===== src/corep_pkg.sv =====
// core front end package with instruction buffer sizes and the fetch block type

package corep_pkg;

    // ----------------------------------------------------------------------
    // instruction buffer sizing
    // ----------------------------------------------------------------------

    localparam int IBUFFER_ENTRIES = 8;
    localparam int IBUFFER_IDX_WIDTH = 3;

    // per-entry info is just the fetch pc
    localparam int INFO_WIDTH = 32;

    // ----------------------------------------------------------------------
    // fetch miss ids
    // ----------------------------------------------------------------------

    localparam int FMID_COUNT = 4;
    localparam int FMID_WIDTH = 2;

    // ----------------------------------------------------------------------
    // fetch block layout
    // ----------------------------------------------------------------------

    // 16-bit parcels per block
    localparam int FETCH_LANES = 8;

    // 32-bit beats per miss return
    localparam int REFILL_BEATS = 4;

    // drain state machine encoding
    localparam logic FSM_RUN = 1'b0;
    localparam logic FSM_DRAIN = 1'b1;

    // one 16 byte fetch block
    // refill writes it by word, marker decode reads it by parcel
    // index 0 is the lowest address in both views
    typedef union packed {
        logic [FETCH_LANES-1:0][15:0] parcel;
        logic [REFILL_BEATS-1:0][31:0] word;
    } fetch16B_t;

endpackage


===== src/distram_1rport_1wport.sv =====
// distributed RAM with one asynchronous read port and one synchronous write port

`timescale 1ns/1ps

module distram_1rport_1wport #(
    parameter int INNER_WIDTH = 32,
    parameter int OUTER_WIDTH = 8
) (
    input  logic                           CLK,
    input  logic [$clog2(OUTER_WIDTH)-1:0] rindex,
    output logic [INNER_WIDTH-1:0]         rdata,
    input  logic                           wen,
    input  logic [$clog2(OUTER_WIDTH)-1:0] windex,
    input  logic [INNER_WIDTH-1:0]         wdata
);

    logic [INNER_WIDTH-1:0] mem [OUTER_WIDTH];

    // read is visible in the same cycle
    assign rdata = mem[rindex];

    always_ff @(posedge CLK) begin
        if (wen) begin
            mem[windex] <= wdata;
        end
    end

endmodule


===== src/fmid_tracker.sv =====
// free list of fetch-miss ids, hands out the lowest free id and takes back finished ones

`timescale 1ns/1ps

module fmid_tracker import corep_pkg::*; (
    input  logic                  CLK,
    input  logic                  nRST,
    input  logic                  new_id_consume,
    output logic                  new_id_ready,
    output logic [FMID_WIDTH-1:0] new_id,
    input  logic                  old_id_done,
    input  logic [FMID_WIDTH-1:0] old_id,
    output logic                  all_free
);

    // one bit per id, set while a miss is outstanding
    logic [FMID_COUNT-1:0] in_use;

    // lowest free id wins
    always_comb begin
        new_id = '0;
        for (int i = FMID_COUNT - 1; i >= 0; i--) begin
            if (!in_use[i]) begin
                new_id = FMID_WIDTH'(i);
            end
        end
    end

    assign new_id_ready = ~&in_use;
    assign all_free = ~|in_use;

    always_ff @(posedge CLK, negedge nRST) begin
        if (!nRST) begin
            in_use <= '0;
        end
        else begin
            // freed id is never the one handed out this cycle
            if (old_id_done) begin
                in_use[old_id] <= 1'b0;
            end
            if (new_id_consume) begin
                in_use[new_id] <= 1'b1;
            end
        end
    end

endmodule


===== src/ibuffer.sv =====
// circular instruction buffer with per-entry miss tracking and start-marker decode

`timescale 1ns/1ps

module ibuffer import corep_pkg::*; (
    input  logic                   CLK,
    input  logic                   nRST,
    input  logic                   enq_valid,
    input  logic [INFO_WIDTH-1:0]  enq_pc,
    input  logic                   enq_fetch_hit_valid,
    input  fetch16B_t              enq_fetch_hit_data,
    input  logic                   enq_allow,
    output logic                   enq_ready,
    output logic [FMID_WIDTH-1:0]  enq_fmid,
    input  logic                   fill_valid,
    input  logic [FMID_WIDTH-1:0]  fill_fmid,
    input  fetch16B_t              fill_data,
    input  logic                   new_id_ready,
    input  logic [FMID_WIDTH-1:0]  new_id,
    output logic                   new_id_consume,
    output logic                   deq_valid,
    output logic [INFO_WIDTH-1:0]  deq_pc,
    output fetch16B_t              deq_data,
    output logic [FETCH_LANES-1:0] deq_start_markers,
    input  logic                   deq_ready,
    input  logic                   restart_valid
);

    logic [IBUFFER_IDX_WIDTH-1:0] enq_ptr;
    logic [IBUFFER_IDX_WIDTH-1:0] deq_ptr;
    logic [IBUFFER_IDX_WIDTH-1:0] enq_ptr_plus_1;
    logic [IBUFFER_IDX_WIDTH-1:0] deq_ptr_plus_1;
    logic                         full;
    logic                         empty;
    logic                         enq_fire;
    logic                         deq_fire;
    logic                         hit_fill;

    logic [IBUFFER_ENTRIES-1:0]                 miss_pending;
    logic [IBUFFER_ENTRIES-1:0][FMID_WIDTH-1:0] miss_fmid;
    logic [IBUFFER_ENTRIES-1:0]                 match_vec;
    logic                                       miss_fill_valid;
    logic [IBUFFER_IDX_WIDTH-1:0]               miss_fill_idx;

    logic                         instr_wen;
    logic [IBUFFER_IDX_WIDTH-1:0] instr_windex;
    fetch16B_t                    instr_wdata;

    // ----------------------------------------------------------------------
    // handshakes
    // ----------------------------------------------------------------------

    // a hit needs the write port, a miss needs a free id
    assign enq_ready = enq_allow & ~restart_valid & ~full
                     & (enq_fetch_hit_valid ? ~miss_fill_valid : new_id_ready);
    assign enq_fmid = new_id;
    assign enq_fire = enq_valid & enq_ready;
    assign new_id_consume = enq_fire & ~enq_fetch_hit_valid;
    assign hit_fill = enq_fire & enq_fetch_hit_valid;

    // head must exist and hold its data
    assign deq_valid = ~empty & ~miss_pending[deq_ptr];
    assign deq_fire = deq_valid & deq_ready;

    // entry count is a power of two, so pointers wrap on their own
    assign enq_ptr_plus_1 = enq_ptr + 1'b1;
    assign deq_ptr_plus_1 = deq_ptr + 1'b1;

    always_ff @(posedge CLK, negedge nRST) begin
        if (!nRST) begin
            enq_ptr <= '0;
            deq_ptr <= '0;
            full <= 1'b0;
            empty <= 1'b1;
        end
        else if (restart_valid) begin
            enq_ptr <= '0;
            deq_ptr <= '0;
            full <= 1'b0;
            empty <= 1'b1;
        end
        else begin
            if (enq_fire) begin
                enq_ptr <= enq_ptr_plus_1;
            end
            if (deq_fire) begin
                deq_ptr <= deq_ptr_plus_1;
            end
            if (enq_fire && !deq_fire) begin
                empty <= 1'b0;
                full <= (enq_ptr_plus_1 == deq_ptr);
            end
            if (deq_fire && !enq_fire) begin
                full <= 1'b0;
                empty <= (deq_ptr_plus_1 == enq_ptr);
            end
        end
    end

    // ----------------------------------------------------------------------
    // miss tracking and fill match
    // ----------------------------------------------------------------------

    always_comb begin
        for (int i = 0; i < IBUFFER_ENTRIES; i++) begin
            match_vec[i] = fill_valid & miss_pending[i] & (miss_fmid[i] == fill_fmid);
        end
    end

    // lowest matching entry, at most one in practice
    always_comb begin
        miss_fill_idx = '0;
        for (int i = IBUFFER_ENTRIES - 1; i >= 0; i--) begin
            if (match_vec[i]) begin
                miss_fill_idx = IBUFFER_IDX_WIDTH'(i);
            end
        end
    end

    assign miss_fill_valid = |match_vec;

    always_ff @(posedge CLK, negedge nRST) begin
        if (!nRST) begin
            miss_pending <= '0;
        end
        else if (restart_valid) begin
            miss_pending <= '0;
        end
        else begin
            if (enq_fire) begin
                miss_pending[enq_ptr] <= ~enq_fetch_hit_valid;
            end
            if (miss_fill_valid) begin
                miss_pending[miss_fill_idx] <= 1'b0;
            end
        end
    end

    always_ff @(posedge CLK) begin
        if (enq_fire) begin
            miss_fmid[enq_ptr] <= new_id;
        end
    end

    // ----------------------------------------------------------------------
    // storage
    // ----------------------------------------------------------------------

    // miss fill owns the write port, hits are refused that cycle
    assign instr_wen = miss_fill_valid | hit_fill;
    assign instr_windex = miss_fill_valid ? miss_fill_idx : enq_ptr;
    assign instr_wdata = miss_fill_valid ? fill_data : enq_fetch_hit_data;

    distram_1rport_1wport #(
        .INNER_WIDTH(INFO_WIDTH),
        .OUTER_WIDTH(IBUFFER_ENTRIES)
    ) info_distram (
        .CLK(CLK),
        .rindex(deq_ptr),
        .rdata(deq_pc),
        .wen(enq_fire),
        .windex(enq_ptr),
        .wdata(enq_pc)
    );

    distram_1rport_1wport #(
        .INNER_WIDTH($bits(fetch16B_t)),
        .OUTER_WIDTH(IBUFFER_ENTRIES)
    ) instr_distram (
        .CLK(CLK),
        .rindex(deq_ptr),
        .rdata(deq_data),
        .wen(instr_wen),
        .windex(instr_windex),
        .wdata(instr_wdata)
    );

    // ----------------------------------------------------------------------
    // start markers
    // ----------------------------------------------------------------------

    // a start parcel ending in 2'b11 is 32-bit, so the next parcel continues it
    always_comb begin
        logic is_start;
        is_start = 1'b1;
        for (int i = 0; i < FETCH_LANES; i++) begin
            deq_start_markers[i] = is_start;
            is_start = ~(is_start & (deq_data.parcel[i][1:0] == 2'b11));
        end
    end

endmodule


===== src/ibuffer_top.sv =====
// instruction buffer subsystem top with id tracker, refill assembly and restart drain

`timescale 1ns/1ps

module ibuffer_top import corep_pkg::*; (
    input  logic                   CLK,
    input  logic                   nRST,
    input  logic                   enq_valid,
    input  logic [INFO_WIDTH-1:0]  enq_pc,
    input  logic                   enq_fetch_hit_valid,
    input  fetch16B_t              enq_fetch_hit_data,
    output logic                   enq_ready,
    output logic [FMID_WIDTH-1:0]  enq_fmid,
    input  logic                   refill_valid,
    input  logic [FMID_WIDTH-1:0]  refill_fmid,
    input  logic [31:0]            refill_word,
    output logic                   deq_valid,
    output logic [INFO_WIDTH-1:0]  deq_pc,
    output fetch16B_t              deq_data,
    output logic [FETCH_LANES-1:0] deq_start_markers,
    input  logic                   deq_ready,
    input  logic                   restart_valid
);

    logic                  enq_allow;
    logic                  all_free;
    logic                  fill_valid;
    logic [FMID_WIDTH-1:0] fill_fmid;
    fetch16B_t             fill_data;
    logic                  new_id_ready;
    logic [FMID_WIDTH-1:0] new_id;
    logic                  new_id_consume;

    ibuffer u_ibuffer (
        .CLK(CLK),
        .nRST(nRST),
        .enq_valid(enq_valid),
        .enq_pc(enq_pc),
        .enq_fetch_hit_valid(enq_fetch_hit_valid),
        .enq_fetch_hit_data(enq_fetch_hit_data),
        .enq_allow(enq_allow),
        .enq_ready(enq_ready),
        .enq_fmid(enq_fmid),
        .fill_valid(fill_valid),
        .fill_fmid(fill_fmid),
        .fill_data(fill_data),
        .new_id_ready(new_id_ready),
        .new_id(new_id),
        .new_id_consume(new_id_consume),
        .deq_valid(deq_valid),
        .deq_pc(deq_pc),
        .deq_data(deq_data),
        .deq_start_markers(deq_start_markers),
        .deq_ready(deq_ready),
        .restart_valid(restart_valid)
    );

    // ids come back with the last refill beat, even while draining
    fmid_tracker u_fmid_tracker (
        .CLK(CLK),
        .nRST(nRST),
        .new_id_consume(new_id_consume),
        .new_id_ready(new_id_ready),
        .new_id(new_id),
        .old_id_done(fill_valid),
        .old_id(fill_fmid),
        .all_free(all_free)
    );

    refill_beat_counter u_refill_beat_counter (
        .CLK(CLK),
        .nRST(nRST),
        .refill_valid(refill_valid),
        .refill_fmid(refill_fmid),
        .refill_word(refill_word),
        .fill_valid(fill_valid),
        .fill_fmid(fill_fmid),
        .fill_data(fill_data)
    );

    restart_drain_fsm u_restart_drain_fsm (
        .CLK(CLK),
        .nRST(nRST),
        .restart_valid(restart_valid),
        .all_free(all_free),
        .enq_allow(enq_allow)
    );

endmodule


===== src/refill_beat_counter.sv =====
// collects the four 32-bit beats of a miss return into one fetch block

`timescale 1ns/1ps

module refill_beat_counter import corep_pkg::*; (
    input  logic                  CLK,
    input  logic                  nRST,
    input  logic                  refill_valid,
    input  logic [FMID_WIDTH-1:0] refill_fmid,
    input  logic [31:0]           refill_word,
    output logic                  fill_valid,
    output logic [FMID_WIDTH-1:0] fill_fmid,
    output fetch16B_t             fill_data
);

    localparam int BEAT_WIDTH = $clog2(REFILL_BEATS);

    logic [BEAT_WIDTH-1:0] beat_cnt;
    logic                  last_beat;

    // words of the current miss seen so far
    fetch16B_t hold_block;

    assign last_beat = (beat_cnt == BEAT_WIDTH'(REFILL_BEATS - 1));

    // ----------------------------------------------------------------------
    // beat count and holding block
    // ----------------------------------------------------------------------

    always_ff @(posedge CLK, negedge nRST) begin
        if (!nRST) begin
            beat_cnt <= '0;
        end
        else if (refill_valid) begin
            beat_cnt <= last_beat ? '0 : beat_cnt + 1'b1;
        end
    end

    always_ff @(posedge CLK) begin
        if (refill_valid) begin
            hold_block.word[beat_cnt] <= refill_word;
        end
    end

    // ----------------------------------------------------------------------
    // fill goes out together with the last beat
    // ----------------------------------------------------------------------

    assign fill_valid = refill_valid & last_beat;
    assign fill_fmid = refill_fmid;

    always_comb begin
        fill_data = hold_block;
        fill_data.word[REFILL_BEATS-1] = refill_word;
    end

endmodule


===== src/restart_drain_fsm.sv =====
// holds off enqueue after a restart until all outstanding misses have returned

`timescale 1ns/1ps

module restart_drain_fsm import corep_pkg::*; (
    input  logic CLK,
    input  logic nRST,
    input  logic restart_valid,
    input  logic all_free,
    output logic enq_allow
);

    logic state;
    logic state_next;

    always_comb begin
        state_next = state;
        case (state)
            FSM_RUN: begin
                // nothing in flight means no need to drain
                if (restart_valid && !all_free) begin
                    state_next = FSM_DRAIN;
                end
            end
            FSM_DRAIN: begin
                if (all_free) begin
                    state_next = FSM_RUN;
                end
            end
            default: state_next = FSM_RUN;
        endcase
    end

    always_ff @(posedge CLK, negedge nRST) begin
        if (!nRST) begin
            state <= FSM_RUN;
        end
        else begin
            state <= state_next;
        end
    end

    assign enq_allow = (state == FSM_RUN);

endmodule


===== config.mk =====
export PLATFORM = sky130hd
export DESIGN_NAME = ibuffer_top
export DESIGN_NICKNAME = d
export VERILOG_FILES = /design/src/corep_pkg.sv /design/src/distram_1rport_1wport.sv /design/src/fmid_tracker.sv /design/src/ibuffer.sv /design/src/ibuffer_top.sv /design/src/refill_beat_counter.sv /design/src/restart_drain_fsm.sv
export SDC_FILE = /design/constraint.sdc
export NUM_CORES = 2
export LEC_CHECK = 0
export BUFFER_PORTS_ARGS = -buffer_cell sky130_fd_sc_hd__clkbuf_2
export CORE_MARGIN = 4
export CORE_UTILIZATION = 54
export DETAILED_ROUTE_END_ITERATION = 16
export PLACE_DENSITY = 0.75
export SYNTH_ARGS = -nofsm -noshare
export SYNTH_HDL_FRONTEND = slang
export SYNTH_SLANG_ARGS = --single-unit

===== constraint.sdc =====
create_clock -name CLK -period 11.45 [get_ports CLK]
set_input_delay 1.145 -clock CLK [delete_from_list [all_inputs] [get_ports CLK]]
set_output_delay 1.145 -clock CLK [all_outputs]
set_load 0.01 [all_outputs]

### Yosys cells after proc, flatten, opt, wreduce, memory -nomap -nowiden

Memory sizes are Yosys's and may differ from the RTL's.
Index checks and enable logic that the tools add are counted.
W data, S select, Z words.

* add/sub/neg operators: 3
* magnitude comparators: 11
* equality and inequality tests: 18
* mux-type cells: 56
* bitwise logic cells: 51
* reduce and logical (&&, ||, !) cells: 17

Operators with widths (number)
* $bwmux W128: 1
* $mux W128: 1
* $demux W32 S2: 1
* $mux W3: 13
* $mux W32: 1
* $mux W8: 4
* $and A1 B1 Y1: 31
* $mux W1: 18
* $bwmux W16: 1
* $eq A2 B2 Y1: 8
* $eq A2 B2 Y1 const B: 8
* $not A1 Y1: 14
* $lt A3 B4 Y1 const B: 3
* $mux W2: 6
* $lt A2 B3 Y1 const B: 3
* $and A8 B8 Y8: 1
* $bwmux W8: 1
* $logic_and A1 B1 Y1: 8
* $mux W4: 2
* $not A8 Y8: 1
* $reduce_or A8 Y1: 1
* $add A3 B1 Y3 const B: 2
* $demux W1 S3: 2
* $demux W2 S3: 1
* 16 further kinds: 24

* bits in registers: 167
* bits in writable memories: 1280
* logic and storage cells: 175
* memories kept: 2

Memory list
* u_ibuffer.instr_distram.mem: depth 8, bits a word 128, read ports 1, clocked after Yosys merged registers in 0, write ports 1, RTL line distram_1rport_1wport.sv:17 `logic [INNER_WIDTH-1:0] mem [OUTER_WIDTH];`
* u_ibuffer.info_distram.mem: depth 8, bits a word 32, read ports 1, clocked after Yosys merged registers in 0, write ports 1, RTL line distram_1rport_1wport.sv:17

### Longest topological paths before layout

* depth in word-level cells: 20
* gate-level depth with buffers: 11

### Cells and area by module

From an unflattened synthesis, not the netlist that was laid out.

* cell total of the unflattened synthesis: 2398
* area, all modules: 55977.4 um^2

Modules (own cells, without submodules)
* distram_1rport_1wport at u_ibuffer.instr_distram: instances 1, cells each 1492, area each 38992.4 um^2, seq. area each 30749.5 um^2
* distram_1rport_1wport at u_ibuffer.info_distram: instances 1, cells each 383, area each 9825.7 um^2, seq. area each 7687.4 um^2
* ibuffer: instances 1, cells each 348, area each 3553.4 um^2, seq. area each 882.1 um^2
* refill_beat_counter: instances 1, cells each 146, area each 3298.2 um^2, seq. area each 2932.8 um^2
* fmid_tracker: instances 1, cells each 26, area each 269.0 um^2, seq. area each 100.1 um^2
* restart_drain_fsm: instances 1, cells each 3, area each 38.8 um^2, seq. area each 25.0 um^2

### Worst setup path after synthesis

No wires, ideal clock.

* kind: input port to flip-flop
* start point: input port refill_valid
* end point: memory u_ibuffer.instr_distram.mem[7][0] (netlist bit) (enable)
* data arrival time: 11795 ps
* setup slack: -1144 ps
* stages: 9
* path buffers: 3
* cells stage by stage: buf_2 -> and2_1 -> buf_4 -> and3_4 -> a31oi_4 -> and4_1 -> buf_2 -> a32oi_1 -> nor3b_1

* cells in the longest elaborated chain, start to end: 12

Ends and longest elaborated chain
* from (decl): RTL line ibuffer_top.sv:14 `input logic refill_valid,`
* $and A1 B1 Y1 *: RTL line refill_beat_counter.sv:49 `assign fill_valid = refill_valid & last_beat;`
* $and A1 B1 Y1 (2 in series): RTL line ibuffer.sv:106 `match_vec[i] = fill_valid & miss_pending[i] & (miss_fmid[i] == fill_fmid);`
* $reduce_or A8 Y1 or $mux W3 (tied branches): RTL line ibuffer.sv:120, ibuffer.sv:114
* $not A1 Y1 or $mux W3 (tied branches): RTL line ibuffer.sv:55, ibuffer.sv:114
* $mux W1 or $mux W3 (tied branches): RTL line ibuffer.sv:55, ibuffer.sv:114
* $and A1 B1 Y1 or $mux W3 (tied branches): RTL line ibuffer.sv:55, ibuffer.sv:114
* $and A1 B1 Y1 or $mux W3 (tied branches): RTL line ibuffer.sv:57, ibuffer.sv:114
* $and A1 B1 Y1 or $mux W3 (tied branches): RTL line ibuffer.sv:59, ibuffer.sv:114
* $or A1 B1 Y1 or $mux W3 (tied branches): RTL line ibuffer.sv:150, ibuffer.sv:114
* $mux W1 or $mux W3 (tied branches): RTL line distram_1rport_1wport.sv:23, ibuffer.sv:114
* $mux W1 (not written as such) or $mux W3 (tied branches): RTL line distram_1rport_1wport.sv:24, ibuffer.sv:151
* to (decl): RTL line distram_1rport_1wport.sv:17

Mark *: on every way between the ends. The rest lies on a longest branch, timed or not.

### Final worst setup path

* start point: register u_ibuffer.deq_ptr[0]
* end point: output port deq_start_markers[7]

* cells in the longest elaborated chain, start to end: 15

Ends and longest elaborated chain
* from (decl): RTL line ibuffer.sv:30 `logic [IBUFFER_IDX_WIDTH-1:0] deq_ptr;`
* from (signal assigned): RTL line ibuffer.sv:87 `deq_ptr <= deq_ptr_plus_1;`
* $mem_v2 Z8 W128 *
* $eq A2 B2 Y1: RTL line ibuffer.sv:188 `is_start = ~(is_start & (deq_data.parcel[i][1:0] == 2'b11));`
* $not A1 Y1: RTL line ibuffer.sv:188
* $and A1 B1 Y1: RTL line ibuffer.sv:188
* $not A1 Y1: RTL line ibuffer.sv:188
* $and A1 B1 Y1: RTL line ibuffer.sv:188
* $not A1 Y1: RTL line ibuffer.sv:188
* $and A1 B1 Y1: RTL line ibuffer.sv:188
* $not A1 Y1: RTL line ibuffer.sv:188
* $and A1 B1 Y1: RTL line ibuffer.sv:188
* $not A1 Y1: RTL line ibuffer.sv:188
* $and A1 B1 Y1: RTL line ibuffer.sv:188
* $not A1 Y1: RTL line ibuffer.sv:188
* $and A1 B1 Y1 *: RTL line ibuffer.sv:188
* $not A1 Y1 *: RTL line ibuffer.sv:188
* to (decl): RTL line ibuffer_top.sv:20 `output logic [FETCH_LANES-1:0] deq_start_markers,`

Marks and branches as above.

==> results.json <==
{
  "outcome": "finished, final reports clean",
  "synth.distinct_cells": 61,
  "max_slew_margin_pct": 21.6,
  "final_cell_mix": "1,392 x edfxtp_1, 895 x nand2_1, 371 x clkbuf_2, 322 x mux4_2, 144 x clkbuf_16",
  "ys_seq_elements": 1415,
  "start_kind": "flip-flop",
  "drt_iter0_drc": 3622,
  "grtUsageTotal_pct": 25.0,
  "rsz0062_at_grt": "no",
  "power_density_nw_per_um2": 175,
  "avgRoutedWirePerCell_um": 27.3,
  "ys_warn_count": 0,
  "cts_hold_buf": 0,
  "clkLatencyLatePin_ns": 0.74,
  "clockPowerShare_pct": 40.0,
  "tns_ns": 0,
  "start_util_pct": 54.7,
  "grt_first_pass_wirelength_um": 194000,
  "seq_area_frac_synth_pct": 77.0,
  "final_nets": 3581,
  "io_pins": 373,
  "die_y_um": 327,
  "power_switching_w": 0.00240,
  "vias_per_cell": 5.94,
  "antenna_found_initial": 15,
  "synth-async-reset-ratio_pct": 1.63,
  "worst_path_max_delay_cell": "dfrtp_4",
  "syn-num-nets": 3179,
  "post-route-period-util_pct": 55.5,
  "num_rows": 116,
  "first_pass_iters": 5,
  "ys.flop_type": "edfxtp_1",
  "setup_violations": 0,
  "design_area_um2": 62800,
  "grt_max_degree": 129,
  "nFillCells": 6921,
  "tightestPinTransition_ns": 1.17,
  "place_congestion": 0.815,
  "crit_family": "buffers and inverters",
  "fmax_mhz": 157,
  "place.port_buffers": 371,
  "place_area_um2": 58400,
  "post-route-min-period_ns": 6.36,
  "r2r_slack_ns": 6.22,
  "grt-ovfl-total": 0,
  "worst-path-max-fanout": 101,
  "startpoint": "u_ibuffer.deq_ptr[0]",
  "clock_skew_ns": 0.0362,
  "vdd_drop_max_uv": 141,
  "cap_violations": 0,
  "critPathMaxStageDelay_ns": 0.96,
  "leakage_nw": 21.3,
  "synth_cells": 2972,
  "cp-end-kind": "output pin",
  "synth_area_um2": 55100,
  "hold_class": "input port to asynchronous set/reset pin",
  "crit_buf_inv": 3,
  "area_growth_syn_to_layout_pct": 14.1,
  "required_ns": 10.31,
  "swShare_pct": 21.9,
  "post-cts-setup-buffers": 0,
  "r2r_end": "u_ibuffer.instr_distram.mem[4][39]",
  "drtAntennaViolNets": 0,
  "criticalPathCategory": "flip-flop to output pin",
  "crit_chain": "buf_12 > buf_4 > mux4_2 > and3_1 > o221ai_2 > a22o_1 > a31o_1 > nand3_1 > clkbuf_2",
  "cts_made_buffers": 141,
  "mostFrequentLayoutCell": "edfxtp_1",
  "pwr-share-comb_pct": 6.3,
  "core_area_um2": 101000,
  "synth_edf_count": 1392,
  "internal_power_w": 0.00857,
  "clkTransAtPathRegs_ns": 0.06,
  "clk_path_buf_depth": 3,
  "hold_violations": 0,
  "numClockSinks": 1415,
  "pwr-share-seq_pct": 53.6,
  "worst-r2r-cell-count": 10,
  "drv_slew": 0,
  "route.detailed.drc": 0,
  "cts_resized": 0,
  "dieArea_um2": 107000,
  "ctsRootBufferMaster": "clkbuf_16",
  "arrival_ns": 5.21,
  "die_width_um": 327,
  "cts_htree_levels": 4,
  "routed_wl_um": 132000,
  "avgSynthCellArea_um2": 18.5,
  "post-dp-hpwl_um": 76700,
  "first_global_vias": 28800,
  "cts_tree": "yes",
  "drive_gt1_share_pct": 27.6,
  "vias": 28900,
  "reg2reg_from": "u_refill_beat_counter.beat_cnt[0]"
}
## worst reg2reg max path: stages, from the launching register on
cell and delay, ns:
dfrtp_1 0.39, ha_1 0.23, and2_1 0.36, nand4_1 0.33
and4_4 0.33, nand4_1 0.09, buf_4 0.54, a2bb2oi_1 0.46
nor3b_4 0.25, buf_4 0.76, buf_4 1.01
## power by group through the flow
stage | clock network (W) | registers (W) | logic (W)
after detailed placement | 0 | 0.00599 | 0.000702
after global routing | 0.00471 | 0.00589 | 0.000757
after floorplan | 0 | 0.00597 | 0.000425
after CTS | 0.00446 | 0.00588 | 0.000705
final | 0.00439 | 0.00588 | 0.000696
after global placement | 0 | 0.00598 | 0.000692
## cell type report
class | count | area (um2) | area share (%)
inverter | 12 | 50.0 | 0.0797
clock inverter | 85 | 698 | 1.11
tap | 1357 | 1700 | 2.70
sequential | 1415 | 42400 | 67.5
clock buffer | 171 | 3710 | 5.91
timing repair buffer | 411 | 2220 | 3.53
antenna | 12 | 30.0 | 0.0478
multi-input combinational | 1393 | 12000 | 19.1
## cells in the mapped netlist, types with 7 or more instances
| library cell | number | area [um2] |
|---|---|---|
| a21oi_1 | 7 | 35.0 |
| buf_1 | 21 | 78.8 |
| buf_2 | 30 | 150 |
| buf_4 | 34 | 255 |
| clkbuf_1 | 64 | 240 |
| dfrtp_1 | 22 | 551 |
| edfxtp_1 | 1392 | 41800 |
| inv_1 | 12 | 45.0 |
| mux4_2 | 322 | 7250 |
| nand2_1 | 895 | 3360 |
| nand3_1 | 13 | 65.1 |
| nand4_1 | 12 | 75.1 |
| nor2_1 | 21 | 78.8 |
| nor3_1 | 8 | 40.0 |
| o21ai_0 | 12 | 60.1 |
| xnor2_1 | 18 | 158 |
## routing by layer
layer | routed length [um] | track usage [%] | vias up
met4 | 4700 | 9.59 | 4
met3 | 15000 | 7.67 | 208
li1 | - | - | 12300
met2 | 60800 | 36.5 | 1555
met1 | 51900 | 35.9 | 14800
met5 | 33 | 0 | -
## sequential cells by signal (all words and copies together), names as in the netlist
signal	flops
u_ibuffer.miss_fmid	16
u_refill_beat_counter.beat_cnt	2
u_ibuffer.full	1
u_restart_drain_fsm.state	1
u_ibuffer.miss_pending	8
u_refill_beat_counter.hold_block	96
u_ibuffer.info_distram.mem	256
u_ibuffer.instr_distram.mem	1024
u_ibuffer.enq_ptr	3
u_fmid_tracker.in_use	4
u_ibuffer.deq_ptr	3
u_ibuffer.empty	1
## worst max path at each step
stage	end	cells past startpoint
6_report	deq_start_markers[7]	9
5_1_grt	deq_start_markers[7]	9
2_1_floorplan	u_ibuffer.instr_distram.mem[1][0]	9
4_1_cts	deq_start_markers[7]	9
3_5_place_dp	u_ibuffer.instr_distram.mem[4][70]	10
3_3_place_gp	u_ibuffer.instr_distram.mem[4][35]	10
## cells by family after synthesis
| group | synth area share [%] |
|---|---|
| other | 0.00681 |
| adder cells (fa/ha/maj) | 0.136 |
| buffers and inverters | 1.46 |
| AND/OR/NAND/NOR | 7.11 |
| AO/OA/AOI/OAI | 0.741 |
| multiplexers | 13.2 |
| flip-flops | 77.0 |
| XOR/XNOR | 0.350 |
## per-stage QoR
step	utilization (%)	hold slack, ns	instances	setup slack (ns)	total power (W)
2_1_floorplan	-	0.482	2972	2.65	0.00639
3_3_place_gp	58.0	0.501	4588	5.68	0.00668
3_5_place_dp	58.0	0.505	4588	5.60	0.00669
4_1_cts	62.4	0.383	4844	4.97	0.0111
5_1_grt	62.4	0.430	4851	4.60	0.0114
6_report	62.5	0.427	4856	5.09	0.0110
Note: power is estimated with default switching activity, not from simulation.
